[config.mk]
export PLATFORM = sky130hd
export DESIGN_NAME = div_unit
export DESIGN_NICKNAME = d
export VERILOG_FILES = /design/src/hw/div_pkg.sv /design/src/hw/div_req_if.sv /design/src/hw/div_rsp_if.sv /design/src/hw/div_issue.sv /design/src/hw/div_req_fifo.sv /design/src/hw/div_core.sv /design/src/hw/div_writeback.sv /design/src/hw/div_unit.sv
export SDC_FILE = /design/constraint.sdc
export NUM_CORES = 2
export LEC_CHECK = 0
export BUFFER_PORTS_ARGS = -buffer_cell sky130_fd_sc_hd__buf_4
export CORE_ASPECT_RATIO = 1.4
export CORE_MARGIN = 2
export CORE_UTILIZATION = 35
export CTS_CLUSTER_SIZE = 14
export DETAILED_ROUTE_END_ITERATION = 10
export PLACE_DENSITY = 0.52
export RECOVER_POWER = 100
export SLEW_MARGIN = 20
export SYNTH_ARGS = -nofsm -noshare
export SYNTH_HDL_FRONTEND = slang
export SYNTH_SLANG_ARGS = --single-unit
[constraint.sdc]
create_clock -name clk -period 14.8 [get_ports clk]
set_input_delay 0 -clock clk [delete_from_list [all_inputs] [get_ports clk]]
set_output_delay 0 -clock clk [all_outputs]
set_load 0.005 [all_outputs]
[src/hw/div_pkg.sv]
package div_pkg;

    // Data path width of the core and the width of the W operations
    parameter int unsigned xlen      = 64;
    parameter int unsigned wlen      = 32;
    parameter int unsigned tag_width = 5;

    // Values follow funct3 of the M extension divide group
    typedef enum logic [2:0] {
        op_div  = 3'b100,
        op_divu = 3'b101,
        op_rem  = 3'b110,
        op_remu = 3'b111
    } div_op_e;

    // Everything the writeback stage needs besides the raw quotient and remainder
    typedef struct packed {
        logic [tag_width-1:0] rd;
        logic                 want_rem;
        logic                 word;
        logic                 div_zero;
        logic                 sign_ovf;
        logic [xlen-1:0]      dividend;
    } div_meta_t;

endpackage

[src/hw/div_req_if.sv]
`timescale 1ns/10ps

interface div_req_if import div_pkg::*; ();

    logic            valid;
    logic            is_signed;
    logic            word;
    logic [xlen-1:0] dividend;
    logic [xlen-1:0] divisor;
    div_meta_t       meta;

    modport src (
        output valid, is_signed, word, dividend, divisor, meta
    );

    modport dst (
        input valid, is_signed, word, dividend, divisor, meta
    );

endinterface

[src/hw/div_rsp_if.sv]
`timescale 1ns/10ps

interface div_rsp_if import div_pkg::*; ();

    logic            valid;
    logic [xlen-1:0] quotient;
    logic [xlen-1:0] remainder;
    div_meta_t       meta;

    modport src (
        output valid, quotient, remainder, meta
    );

    modport dst (
        input valid, quotient, remainder, meta
    );

endinterface

[src/hw/div_issue.sv]
`timescale 1ns/10ps

module div_issue import div_pkg::*; (
    input  logic                 clk,
    input  logic                 rst,
    input  logic                 req_valid,
    input  div_op_e              req_op,
    input  logic                 req_word,
    input  logic [tag_width-1:0] req_rd,
    input  logic [xlen-1:0]      req_rs1,
    input  logic [xlen-1:0]      req_rs2,
    div_req_if.src               req
);

    logic is_signed;
    logic want_rem;
    logic div_zero;
    logic sign_ovf;

    always_comb begin
        is_signed = (req_op == op_div) || (req_op == op_rem);
        want_rem  = (req_op == op_rem) || (req_op == op_remu);
        // W forms only look at the low half of both operands
        if (req_word) begin
            div_zero = (req_rs2[wlen-1:0] == '0);
            sign_ovf = is_signed
                && (req_rs1[wlen-1:0] == {1'b1, {(wlen-1){1'b0}}})
                && (&req_rs2[wlen-1:0]);
        end else begin
            div_zero = (req_rs2 == '0);
            sign_ovf = is_signed
                && (req_rs1 == {1'b1, {(xlen-1){1'b0}}})
                && (&req_rs2);
        end
    end

    always_ff @(posedge clk or posedge rst) begin
        if (rst) begin
            req.valid <= 1'b0;
        end else begin
            req.valid <= req_valid;
        end
    end

    always_ff @(posedge clk) begin
        if (req_valid) begin
            req.is_signed     <= is_signed;
            req.word          <= req_word;
            req.dividend      <= req_rs1;
            req.divisor       <= req_rs2;
            req.meta.rd       <= req_rd;
            req.meta.want_rem <= want_rem;
            req.meta.word     <= req_word;
            req.meta.div_zero <= div_zero;
            req.meta.sign_ovf <= sign_ovf;
            req.meta.dividend <= req_rs1;
        end
    end

endmodule

[src/hw/div_req_fifo.sv]
`timescale 1ns/10ps

module div_req_fifo import div_pkg::*; #(
    parameter int unsigned fifo_depth = 4
) (
    input  logic   clk,
    input  logic   rst,
    div_req_if.dst wr,
    div_req_if.src rd,
    input  logic   core_idle,
    output logic   full,
    output logic   overflow_err
);

    localparam int unsigned ptr_w = $clog2(fifo_depth);

    logic [ptr_w-1:0] wr_ptr;
    logic [ptr_w-1:0] rd_ptr;
    logic [ptr_w:0]   count;
    logic [ptr_w:0]   count_next;
    logic             push;
    logic             pop;

    logic             sgn_mem  [fifo_depth];
    logic             word_mem [fifo_depth];
    logic [xlen-1:0]  dvd_mem  [fifo_depth];
    logic [xlen-1:0]  dvs_mem  [fifo_depth];
    div_meta_t        meta_mem [fifo_depth];

    // Writes against a full buffer are lost, the caller was told via full
    assign push = wr.valid & ~full;
    assign pop  = (count != '0) & core_idle;

    always_comb begin
        case ({push, pop})
            2'b10:   count_next = count + 1'b1;
            2'b01:   count_next = count - 1'b1;
            default: count_next = count;
        endcase
    end

    always_ff @(posedge clk or posedge rst) begin
        if (rst) begin
            wr_ptr       <= '0;
            rd_ptr       <= '0;
            count        <= '0;
            full         <= 1'b0;
            overflow_err <= 1'b0;
        end else begin
            if (push) wr_ptr <= wr_ptr + 1'b1;
            if (pop) rd_ptr <= rd_ptr + 1'b1;
            count        <= count_next;
            full         <= (count_next == (ptr_w+1)'(fifo_depth));
            overflow_err <= overflow_err | (wr.valid & full);
        end
    end

    always_ff @(posedge clk) begin
        if (push) begin
            sgn_mem[wr_ptr]  <= wr.is_signed;
            word_mem[wr_ptr] <= wr.word;
            dvd_mem[wr_ptr]  <= wr.dividend;
            dvs_mem[wr_ptr]  <= wr.divisor;
            meta_mem[wr_ptr] <= wr.meta;
        end
    end

    // Head is shown ahead, the strobe doubles as the pop
    assign rd.valid     = pop;
    assign rd.is_signed = sgn_mem[rd_ptr];
    assign rd.word      = word_mem[rd_ptr];
    assign rd.dividend  = dvd_mem[rd_ptr];
    assign rd.divisor   = dvs_mem[rd_ptr];
    assign rd.meta      = meta_mem[rd_ptr];

endmodule

[src/hw/div_core.sv]
`timescale 1ns/10ps

module div_core import div_pkg::*; (
    input  logic   clk,
    input  logic   rst,
    div_req_if.dst req,
    output logic   idle,
    div_rsp_if.src rsp
);

    logic            busy;
    logic            done;
    logic [6:0]      cnt;
    logic [6:0]      last_step;
    logic            accept;
    logic            step;
    logic            finish;

    logic            sgn_dvd;
    logic            sgn_dvs;
    logic [xlen-1:0] abs_dvd;
    logic [xlen-1:0] abs_dvs;

    logic            word_q;
    logic            neg_q;
    logic            neg_r;
    logic [xlen-1:0] quo_sr;
    logic [xlen-1:0] part_rem;
    logic [xlen-1:0] dvs_q;
    div_meta_t       meta_q;
    logic [xlen:0]   trial;

    logic [wlen-1:0] quo_w;
    logic [wlen-1:0] rem_w;
    logic [xlen-1:0] quo_fix;
    logic [xlen-1:0] rem_fix;
    logic [xlen-1:0] quo_out;
    logic [xlen-1:0] rem_out;

    // ##################################################################
    // Operand preparation at acceptance
    // ##################################################################

    assign accept = req.valid & ~busy;
    assign idle   = ~busy;

    always_comb begin
        if (req.word) begin
            sgn_dvd = req.is_signed & req.dividend[wlen-1];
            sgn_dvs = req.is_signed & req.divisor[wlen-1];
            // Word dividend sits in the upper half so its MSB leaves first
            abs_dvd = {sgn_dvd ? -req.dividend[wlen-1:0] : req.dividend[wlen-1:0],
                       {(xlen-wlen){1'b0}}};
            abs_dvs = {{(xlen-wlen){1'b0}},
                       sgn_dvs ? -req.divisor[wlen-1:0] : req.divisor[wlen-1:0]};
        end else begin
            sgn_dvd = req.is_signed & req.dividend[xlen-1];
            sgn_dvs = req.is_signed & req.divisor[xlen-1];
            abs_dvd = sgn_dvd ? -req.dividend : req.dividend;
            abs_dvs = sgn_dvs ? -req.divisor : req.divisor;
        end
    end

    // ##################################################################
    // Step control
    // ##################################################################

    assign last_step = word_q ? 7'd32 : 7'd64;
    assign step      = busy & ~done & (cnt != last_step);
    assign finish    = busy & ~done & (cnt == last_step);

    // busy stays up through the result cycle so idle returns one cycle later
    always_ff @(posedge clk or posedge rst) begin
        if (rst) begin
            busy <= 1'b0;
            done <= 1'b0;
            cnt  <= '0;
        end else begin
            done <= 1'b0;
            if (accept) begin
                busy <= 1'b1;
                cnt  <= '0;
            end else if (done) begin
                busy <= 1'b0;
            end else if (finish) begin
                done <= 1'b1;
            end else if (step) begin
                cnt <= cnt + 7'd1;
            end
        end
    end

    // ##################################################################
    // Restoring subtract and shift
    // ##################################################################

    // Next dividend bit joins the partial remainder before the trial subtract
    assign trial = {part_rem, quo_sr[xlen-1]} - {1'b0, dvs_q};

    always_ff @(posedge clk) begin
        if (accept) begin
            quo_sr   <= abs_dvd;
            part_rem <= '0;
            dvs_q    <= abs_dvs;
            word_q   <= req.word;
            neg_q    <= sgn_dvd ^ sgn_dvs;
            neg_r    <= sgn_dvd;
            meta_q   <= req.meta;
        end else if (step) begin
            if (!trial[xlen]) begin
                part_rem <= trial[xlen-1:0];
                quo_sr   <= {quo_sr[xlen-2:0], 1'b1};
            end else begin
                part_rem <= {part_rem[xlen-2:0], quo_sr[xlen-1]};
                quo_sr   <= {quo_sr[xlen-2:0], 1'b0};
            end
        end
    end

    // Signs follow the C rule where the remainder takes the sign of the dividend
    always_comb begin
        quo_w = neg_q ? -quo_sr[wlen-1:0] : quo_sr[wlen-1:0];
        rem_w = neg_r ? -part_rem[wlen-1:0] : part_rem[wlen-1:0];
        if (word_q) begin
            quo_fix = {{(xlen-wlen){1'b0}}, quo_w};
            rem_fix = {{(xlen-wlen){1'b0}}, rem_w};
        end else begin
            quo_fix = neg_q ? -quo_sr : quo_sr;
            rem_fix = neg_r ? -part_rem : part_rem;
        end
    end

    always_ff @(posedge clk) begin
        if (finish) begin
            quo_out <= quo_fix;
            rem_out <= rem_fix;
        end
    end

    assign rsp.valid     = done;
    assign rsp.quotient  = quo_out;
    assign rsp.remainder = rem_out;
    assign rsp.meta      = meta_q;

endmodule

[src/hw/div_writeback.sv]
`timescale 1ns/10ps

module div_writeback import div_pkg::*; (
    input  logic                 clk,
    input  logic                 rst,
    div_rsp_if.dst               rsp,
    output logic                 rsp_valid,
    output logic [tag_width-1:0] rsp_rd,
    output logic [xlen-1:0]      rsp_data
);

    logic [xlen-1:0] quo_sel;
    logic [xlen-1:0] rem_sel;
    logic [xlen-1:0] res;

    always_comb begin
        // Special results defined by the ISA override whatever the divider produced
        if (rsp.meta.div_zero) begin
            quo_sel = '1;
            rem_sel = rsp.meta.dividend;
        end else if (rsp.meta.sign_ovf) begin
            quo_sel = rsp.meta.dividend;
            rem_sel = '0;
        end else begin
            quo_sel = rsp.quotient;
            rem_sel = rsp.remainder;
        end

        res = rsp.meta.want_rem ? rem_sel : quo_sel;

        // All W results are sign extended from bit 31, unsigned ones too
        if (rsp.meta.word) begin
            res = {{(xlen-wlen){res[wlen-1]}}, res[wlen-1:0]};
        end
    end

    always_ff @(posedge clk or posedge rst) begin
        if (rst) begin
            rsp_valid <= 1'b0;
        end else begin
            rsp_valid <= rsp.valid;
        end
    end

    always_ff @(posedge clk) begin
        if (rsp.valid) begin
            rsp_rd   <= rsp.meta.rd;
            rsp_data <= res;
        end
    end

endmodule

[src/hw/div_unit.sv]
`timescale 1ns/10ps

module div_unit import div_pkg::*; #(
    parameter int unsigned fifo_depth = 4
) (
    input  logic                 clk,
    input  logic                 rst,
    input  logic                 req_valid,
    input  div_op_e              req_op,
    input  logic                 req_word,
    input  logic [tag_width-1:0] req_rd,
    input  logic [xlen-1:0]      req_rs1,
    input  logic [xlen-1:0]      req_rs2,
    output logic                 full,
    output logic                 overflow_err,
    output logic                 rsp_valid,
    output logic [tag_width-1:0] rsp_rd,
    output logic [xlen-1:0]      rsp_data
);

    logic core_idle;

    div_req_if issue_req ();
    div_req_if core_req ();
    div_rsp_if core_rsp ();

    div_issue u_issue (
        .clk       (clk),
        .rst       (rst),
        .req_valid (req_valid),
        .req_op    (req_op),
        .req_word  (req_word),
        .req_rd    (req_rd),
        .req_rs1   (req_rs1),
        .req_rs2   (req_rs2),
        .req       (issue_req.src)
    );

    div_req_fifo #(
        .fifo_depth (fifo_depth)
    ) u_fifo (
        .clk          (clk),
        .rst          (rst),
        .wr           (issue_req.dst),
        .rd           (core_req.src),
        .core_idle    (core_idle),
        .full         (full),
        .overflow_err (overflow_err)
    );

    div_core u_core (
        .clk  (clk),
        .rst  (rst),
        .req  (core_req.dst),
        .idle (core_idle),
        .rsp  (core_rsp.src)
    );

    div_writeback u_writeback (
        .clk       (clk),
        .rst       (rst),
        .rsp       (core_rsp.dst),
        .rsp_valid (rsp_valid),
        .rsp_rd    (rsp_rd),
        .rsp_data  (rsp_data)
    );

endmodule

Word level (Yosys, flattened, before mapping)
Memory sizes are Yosys's and may differ from the RTL's. A register that Yosys moved wholly into a read port is not among the register bits.
Index checks and enable logic that the tools add are counted.
- register bits after elaboration: 550
- RAM bits: 812
- output and inout bits: 72
- logic and storage cells: 131
- memories: 5
- memory list (name ; depth ; bits a word ; read ports ; clocked after Yosys merged registers in ; write ports ; RTL line ; RTL):
    u_fifo.meta_mem ; 4 ; 73 ; 1 ; 1 ; 1 ; div_req_fifo.sv:28 ; div_meta_t meta_mem [fifo_depth];
    u_fifo.dvd_mem ; 4 ; 64 ; 1 ; 0 ; 1 ; div_req_fifo.sv:26 ; logic [xlen-1:0] dvd_mem [fifo_depth];
    u_fifo.dvs_mem ; 4 ; 64 ; 1 ; 0 ; 1 ; div_req_fifo.sv:27 ; logic [xlen-1:0] dvs_mem [fifo_depth];
    u_fifo.sgn_mem ; 4 ; 1 ; 1 ; 0 ; 1 ; div_req_fifo.sv:24 ; logic sgn_mem [fifo_depth];
    u_fifo.word_mem ; 4 ; 1 ; 1 ; 0 ; 1 ; div_req_fifo.sv:25 ; logic word_mem [fifo_depth];
- $add $sub $neg: 14
- equality and inequality tests: 12
- multiplexer cells: 39
- bitwise logic cells: 16
- reductions and logical operators: 14
- operators by type and width (kind ; number):
    $mux 64 ; 14
    $neg 64->64 ; 4
    $mux 32 ; 7
    $neg 32->32 ; 4
    $sub 65x64->65 ; 1
    $eq 64x64->1 const B ; 1
    $logic_not 64->1 ; 1
    $reduce_and 64->1 ; 1
    $mux 7 ; 5
    $eq 32x32->1 const B ; 1
    $logic_not 32->1 ; 1
    $reduce_and 32->1 ; 1
    $eq 3x3->1 const B ; 4
    $mux 1 ; 12
    $and 1x1->1 ; 11
    $add 7x1->7 const B ; 1
    $eq 7x7->1 ; 1
    $ne 7x7->1 ; 1
    $pmux 3 s2 ; 1
    $add 2x1->2 const B ; 2
    $logic_and 1x1->1 ; 4
    $reduce_bool 2->1 ; 2
    $add 3x1->3 const B ; 1
    $not 1->1 ; 3
    10 further kinds ; 11

Depth between registers and ports, before layout
- depth after elaboration: 7
- depth in mapped cells: 19
- gate-level depth less buffers: 13

Cells and area by module
Synthesis repeated with hierarchy kept, for this count alone.
- cell total of the unflattened synthesis: 4286
- area total of the unflattened synthesis: 63554.7 um2
- by module, submodules not included (module ; instances ; cells each ; area each (um2)):
    div_req_fifo ; 1 ; 1104 ; 29859.9
    div_core ; 1 ; 2523 ; 24289.5
    div_issue ; 1 ; 278 ; 5132.4
    div_writeback ; 1 ; 381 ; 4272.8

Least setup slack after synthesis
No wires, ideal clock.
- path kind: register to register
- start point: register u_core.done (netlist: u_core.rsp.valid)
- end point: register u_core.quo_out[0] (netlist: u_core.rsp.quotient[0]), enable pin
- arrival: 7.003 ns
- setup slack: 7.180 ns
- cell stages (with the launch flop): 3
- path buffers: 0
- cell sequence: dfrtp_1 > nand2b_1 > nor2_1
- cells in the longest elaborated chain, start to end: 3
- ends and longest elaborated chain (element ; RTL line ; RTL):
    start, declared ; div_core.sv:12 ; logic done;
    start signal, assigned ; div_core.sv:76 ; done <= 1'b0;
    start signal, assigned ; div_core.sv:79 ; done <= 1'b0;
    start signal, assigned ; div_core.sv:86 ; done <= 1'b1;
    $not 1->1 ; div_core.sv:70 ; assign finish = busy & ~done & (cnt == last_step);
    $and 1x1->1 (2 in series) ; div_core.sv:70 ;
    named net u_core.finish ; div_core.sv:17 ; logic finish;
    end signal, assigned ; div_core.sv:135 ; quo_out <= quo_fix;
    end, declared ; div_core.sv:37 ; logic [xlen-1:0] quo_out;
The timed path passes the listed nets, and every way through them passes these cells.
A chain may end at the register's enable or synchronous reset.

Worst setup path after layout
- start point: register u_fifo.rd_ptr[1]
- end point: register u_core.dvs_q[52] (data pin)
- cells in the longest elaborated chain, start to end: 3
- elaborated cells on any way between the ends: 6
- ends and longest elaborated chain (element ; RTL line ; RTL):
    start, declared ; div_req_fifo.sv:18 ; logic [ptr_w-1:0] rd_ptr;
    start signal, assigned ; div_req_fifo.sv:51 ; if (pop) rd_ptr <= rd_ptr + 1'b1;
    $mem_v2 4x64 or $mem_v2 4x1 (tied branches) ; n/a ;
    $neg 64->64 or $and 1x1->1 (tied branches) ; div_core.sv:60, div_core.sv:58 ;
    $mux 64 ; div_core.sv:60 ; abs_dvs = sgn_dvs ? -req.divisor : req.divisor;
    end signal, assigned ; div_core.sv:104 ; dvs_q <= abs_dvs;
    end, declared ; div_core.sv:29 ; logic [xlen-1:0] dvs_q;
Parallel ways exist; a longest one is shown, timed or not.

==> results.txt <==
final hold violation count -> 0
Final min period -> 9650 ps
synth top area cells -> edfxtp_1 (61%), mux4_2 (5.5%), xnor2_1 (3.2%)
Finished Layout Cells -> 6390
H-tree levels -> 3
worst path cell trace -> clkbuf_1 -> buf_4 -> mux4_2 -> nor4_1 -> nor4b_1 -> nor4b_1 -> nor4b_1 -> and2_0 -> nand2_1 -> o41ai_1 -> xor2_1 -> nor2_1
Clock Sinks -> 1174
Root Buffer -> clkbuf_16
M1 wire length -> 64400 um
Slew @ Worst Pin -> 3790 ps
grt ovf -> 0
leakage power total -> 21.2 nW
worst clock skew -> 27.6 ps
cell with the most instances after synthesis -> edfxtp_1
FFs w/ async S/R, synth -> 0.0170
Num CTS Buffers -> 109
Worst Path Arrival -> 10020 ps
First DRT Iteration DRCs -> 2384
power share of the clock group -> 0.228
gpl congestion -> 0.902
GR Util All Layers -> 0.190
Setup Fix Bufs, Post-CTS -> 0
DR top layer -> met4
Seq cells post-synth -> 1174
Seq/Total Area, Yosys -> 0.643
sw power -> 0.00447 W
WL met3 -> 4660 um
Area Growth Syn to Fin -> 16.5%
Routed Antenna Nets -> 0
crit end category -> register
Pwr Density -> 195 mW/mm^2
Most common cell on crit path -> nor4b_1
TNS Setup -> 0 ps
Post-synth EDFFs -> 1090
failing checks -> max-capacitance violations, max-slew violations
clock-pin transition on the worst setup and hold timing paths -> 60 ps
Yosys top cell by area -> edfxtp_1
CTS Hold Bufs -> 251
Initial Utilization -> 0.351
final worst-path cycle share -> 0.652
Gate power share -> 0.364
area of the mapped netlist -> 0.0536 sq mm
Cells after DPL -> 5942
fill count -> 14254
top post-synthesis cells by count -> edfxtp_1 (1090), nand2_1 (309), o21ai_0 (247)
die width -> 335 um
Final Net Count -> 4543
critical path launch point type -> register
post_cts resized -> 0
latest clock arrival within the worst-skew pair -> 740 ps
Syn Nets -> 4120
critical path peak fanout -> 54
drt pass-1 iters -> 5
Worst slew margin -> -1.53
unrepaired setup endpoints after global routing -> false
max-cap violations -> 36
fraction of layout cells with a size suffix above 1 -> 0.0995
Detailed Route WL -> 150000 um
critical path type -> register to register
Die Footprint -> 0.156 sq mm
Pint -> 0.00772 W
CP peak stage delay -> 2360 ps
Slew Limit Fails -> 1716
TritonCTS clock tree -> done
per-cell routed wire length -> 23.5 um
Clock Path Buffers -> 3
IO Port Bufs -> 211
Avg Vias per Cell -> 5.22
ys flop type -> edfxtp_1
CP Data Required Time -> 15160 ps
Flop pwr share -> 0.408
DR WL met2 -> 75400 um
Yosys cell types -> 96
Hold Path Class -> input pin to asynchronous set/reset pin
DR vias -> 33347
Cells after Synth -> 3903
core area -> 0.153 sq mm
DRC -> 0
CP max stage cell -> dfrtp_1
status -> finished, violations left
post-synth top area share -> 0.610
DP HPWL -> 108000 um
yosys warns -> 0
maximum vdd drop -> 0.105 mV
row count -> 170
initial antenna violation count -> 5
largest net degree at the start of global routing -> 81
Avg Cell Area, Syn -> 13.7 sq um
vias in the first global route -> 33999
Buf/Inv on CP -> 2
Max Fclk -> 104 MHz
Min Hold Slack -> 29.4 ps
Final Setup Violations -> 0
CP top delay family -> simple AND/OR/NAND/NOR gates
Total Power -> 0.0122 W
first-pass GRT wire length -> 221000 um
Boundary Pins -> 212
Die Y -> 467 um
Sw Share -> 0.367
[metrics by stage]
stage	setup WS [ps]	utilization	instance area, sq um
2_1_floorplan	7180	-	53600
3_3_place_gp	8880	0.375	57200
3_5_place_dp	8820	0.375	57200
4_1_cts	8840	0.414	63200
5_1_grt	4480	0.409	62500
6_report	5150	0.409	62500
[sequential cells by signal, summed over array words and instances, names as in the netlist, 4 cells and up]
| signal | cells |
|---|---|
| u_issue.req.dividend | 64 |
| u_fifo.dvs_mem | 256 |
| u_issue.req.divisor | 64 |
| u_core.part_rem | 64 |
| u_core.quo_sr | 64 |
| u_core.rsp.meta | 73 |
| u_writeback.rsp_rd | 5 |
| u_core.cnt | 7 |
| u_writeback.rsp_data | 64 |
| u_fifo.dvd_mem | 252 |
| u_fifo.sgn_mem | 4 |
| u_core.rsp.quotient | 64 |
| u_core.dvs_q | 64 |
| u_fifo.meta_mem | 40 |
| u_issue.req.meta | 8 |
| u_core.rsp.remainder | 64 |
[worst reg2reg max path: cells and delay by family (launching register included)]
family	cells	cell delay, ps
and+or+nand+nor	7	3060
buffers and inverters	2	2800
DFF	1	2360
muxes	1	510
AOI/OAI and AO/OA	1	380
xor gates and xnor gates	1	180
[placed cells by master, fill, tap and decap left out, drive strengths merged, types with 13 or more instances in the layout]
cell type and count:
clkinv 35, o221ai 16, o41ai 24, or2 26, nor4 53, nand4 36
or3 54, nand2 311, dlygate4sd3 251, a21oi 236, nor2b 46, nand3 31
a31oi 15, buf 19, a21o 33, inv 140, dfrtp 20, nand2b 24
mux2i 82, xor2 143, clkbuf 387, edfxtp 1090, nor3 41, a32oi 18
or4 26, o21bai 13, and2 19, xnor2 193, dfxtp 64, ha 75
a221o 35, mux4 137, o31ai 58, a22oi 33, o21ai 268, nor2 230
[path summary, 6_finish.rpt]
path / cells after the start / startpoint / endpoint / slack [ps]
worst max-delay path: 12 / u_fifo.rd_ptr[1] / u_core.dvs_q[52] / 5150
worst min-delay path: 3 / rst / u_core.cnt[6] / 30
worst max register to register: 12 / u_fifo.rd_ptr[1] / u_core.dvs_q[52] / 5150
worst min register to register: 0 / u_core.rsp.meta[70] / u_writeback.rsp_rd[2] / 420
max in group asynchronous: 3 / rst / u_fifo.rd_ptr[0] / 14100
min in group clk: 6 / req_op[2] / u_issue.req.meta[64] / 90
[layout make-up]
cell class / instances / area [sq um] / share of cell area
Antenna cell: 1 / 2.50 / 0.0000400
Clock buffer: 145 / 3010 / 0.0481
Clock inverter: 51 / 485 / 0.00777
Inverter: 137 / 515 / 0.00825
Multi-Input combinational cell: 2392 / 17700 / 0.283
Sequential cell: 1174 / 34500 / 0.552
Tap cell: 1978 / 2470 / 0.0396
Timing Repair Buffer: 512 / 3820 / 0.0611
[power groups by stage]
stage          logic [W]  clock network [W]  registers (W)
2_1_floorplan    0.00312                  0        0.00483
4_1_cts          0.00449            0.00285        0.00494
3_3_place_gp     0.00443                  0        0.00499
6_report         0.00444            0.00278        0.00498
3_5_place_dp     0.00442                  0        0.00501
5_1_grt          0.00484            0.00296        0.00505
[cell families (layout without fill, tap and decap cells)]
logic type | after synthesis | in the layout | synth area share
adder cells (fa/ha/maj) | 77 | 77 | 0.0182
buffers and inverters | 337 | 845 | 0.0269
multiplexers | 223 | 223 | 0.0740
flip-flops | 1174 | 1174 | 0.643
AND/OR/NAND/NOR | 946 | 946 | 0.0886
XOR/XNOR | 336 | 336 | 0.0549
AO/OA/AOI/OAI | 810 | 810 | 0.0940
other | 0 | 1 | 0
[layer usage]
metal | up-vias | global-route usage
li1 | 15705 | -
met4 | 0 | 0.0772
met1 | 16709 | 0.243
met5 | - | 0
met3 | 208 | 0.0162
met2 | 725 | 0.331
Note: power is estimated with default switching activity, not from simulation.
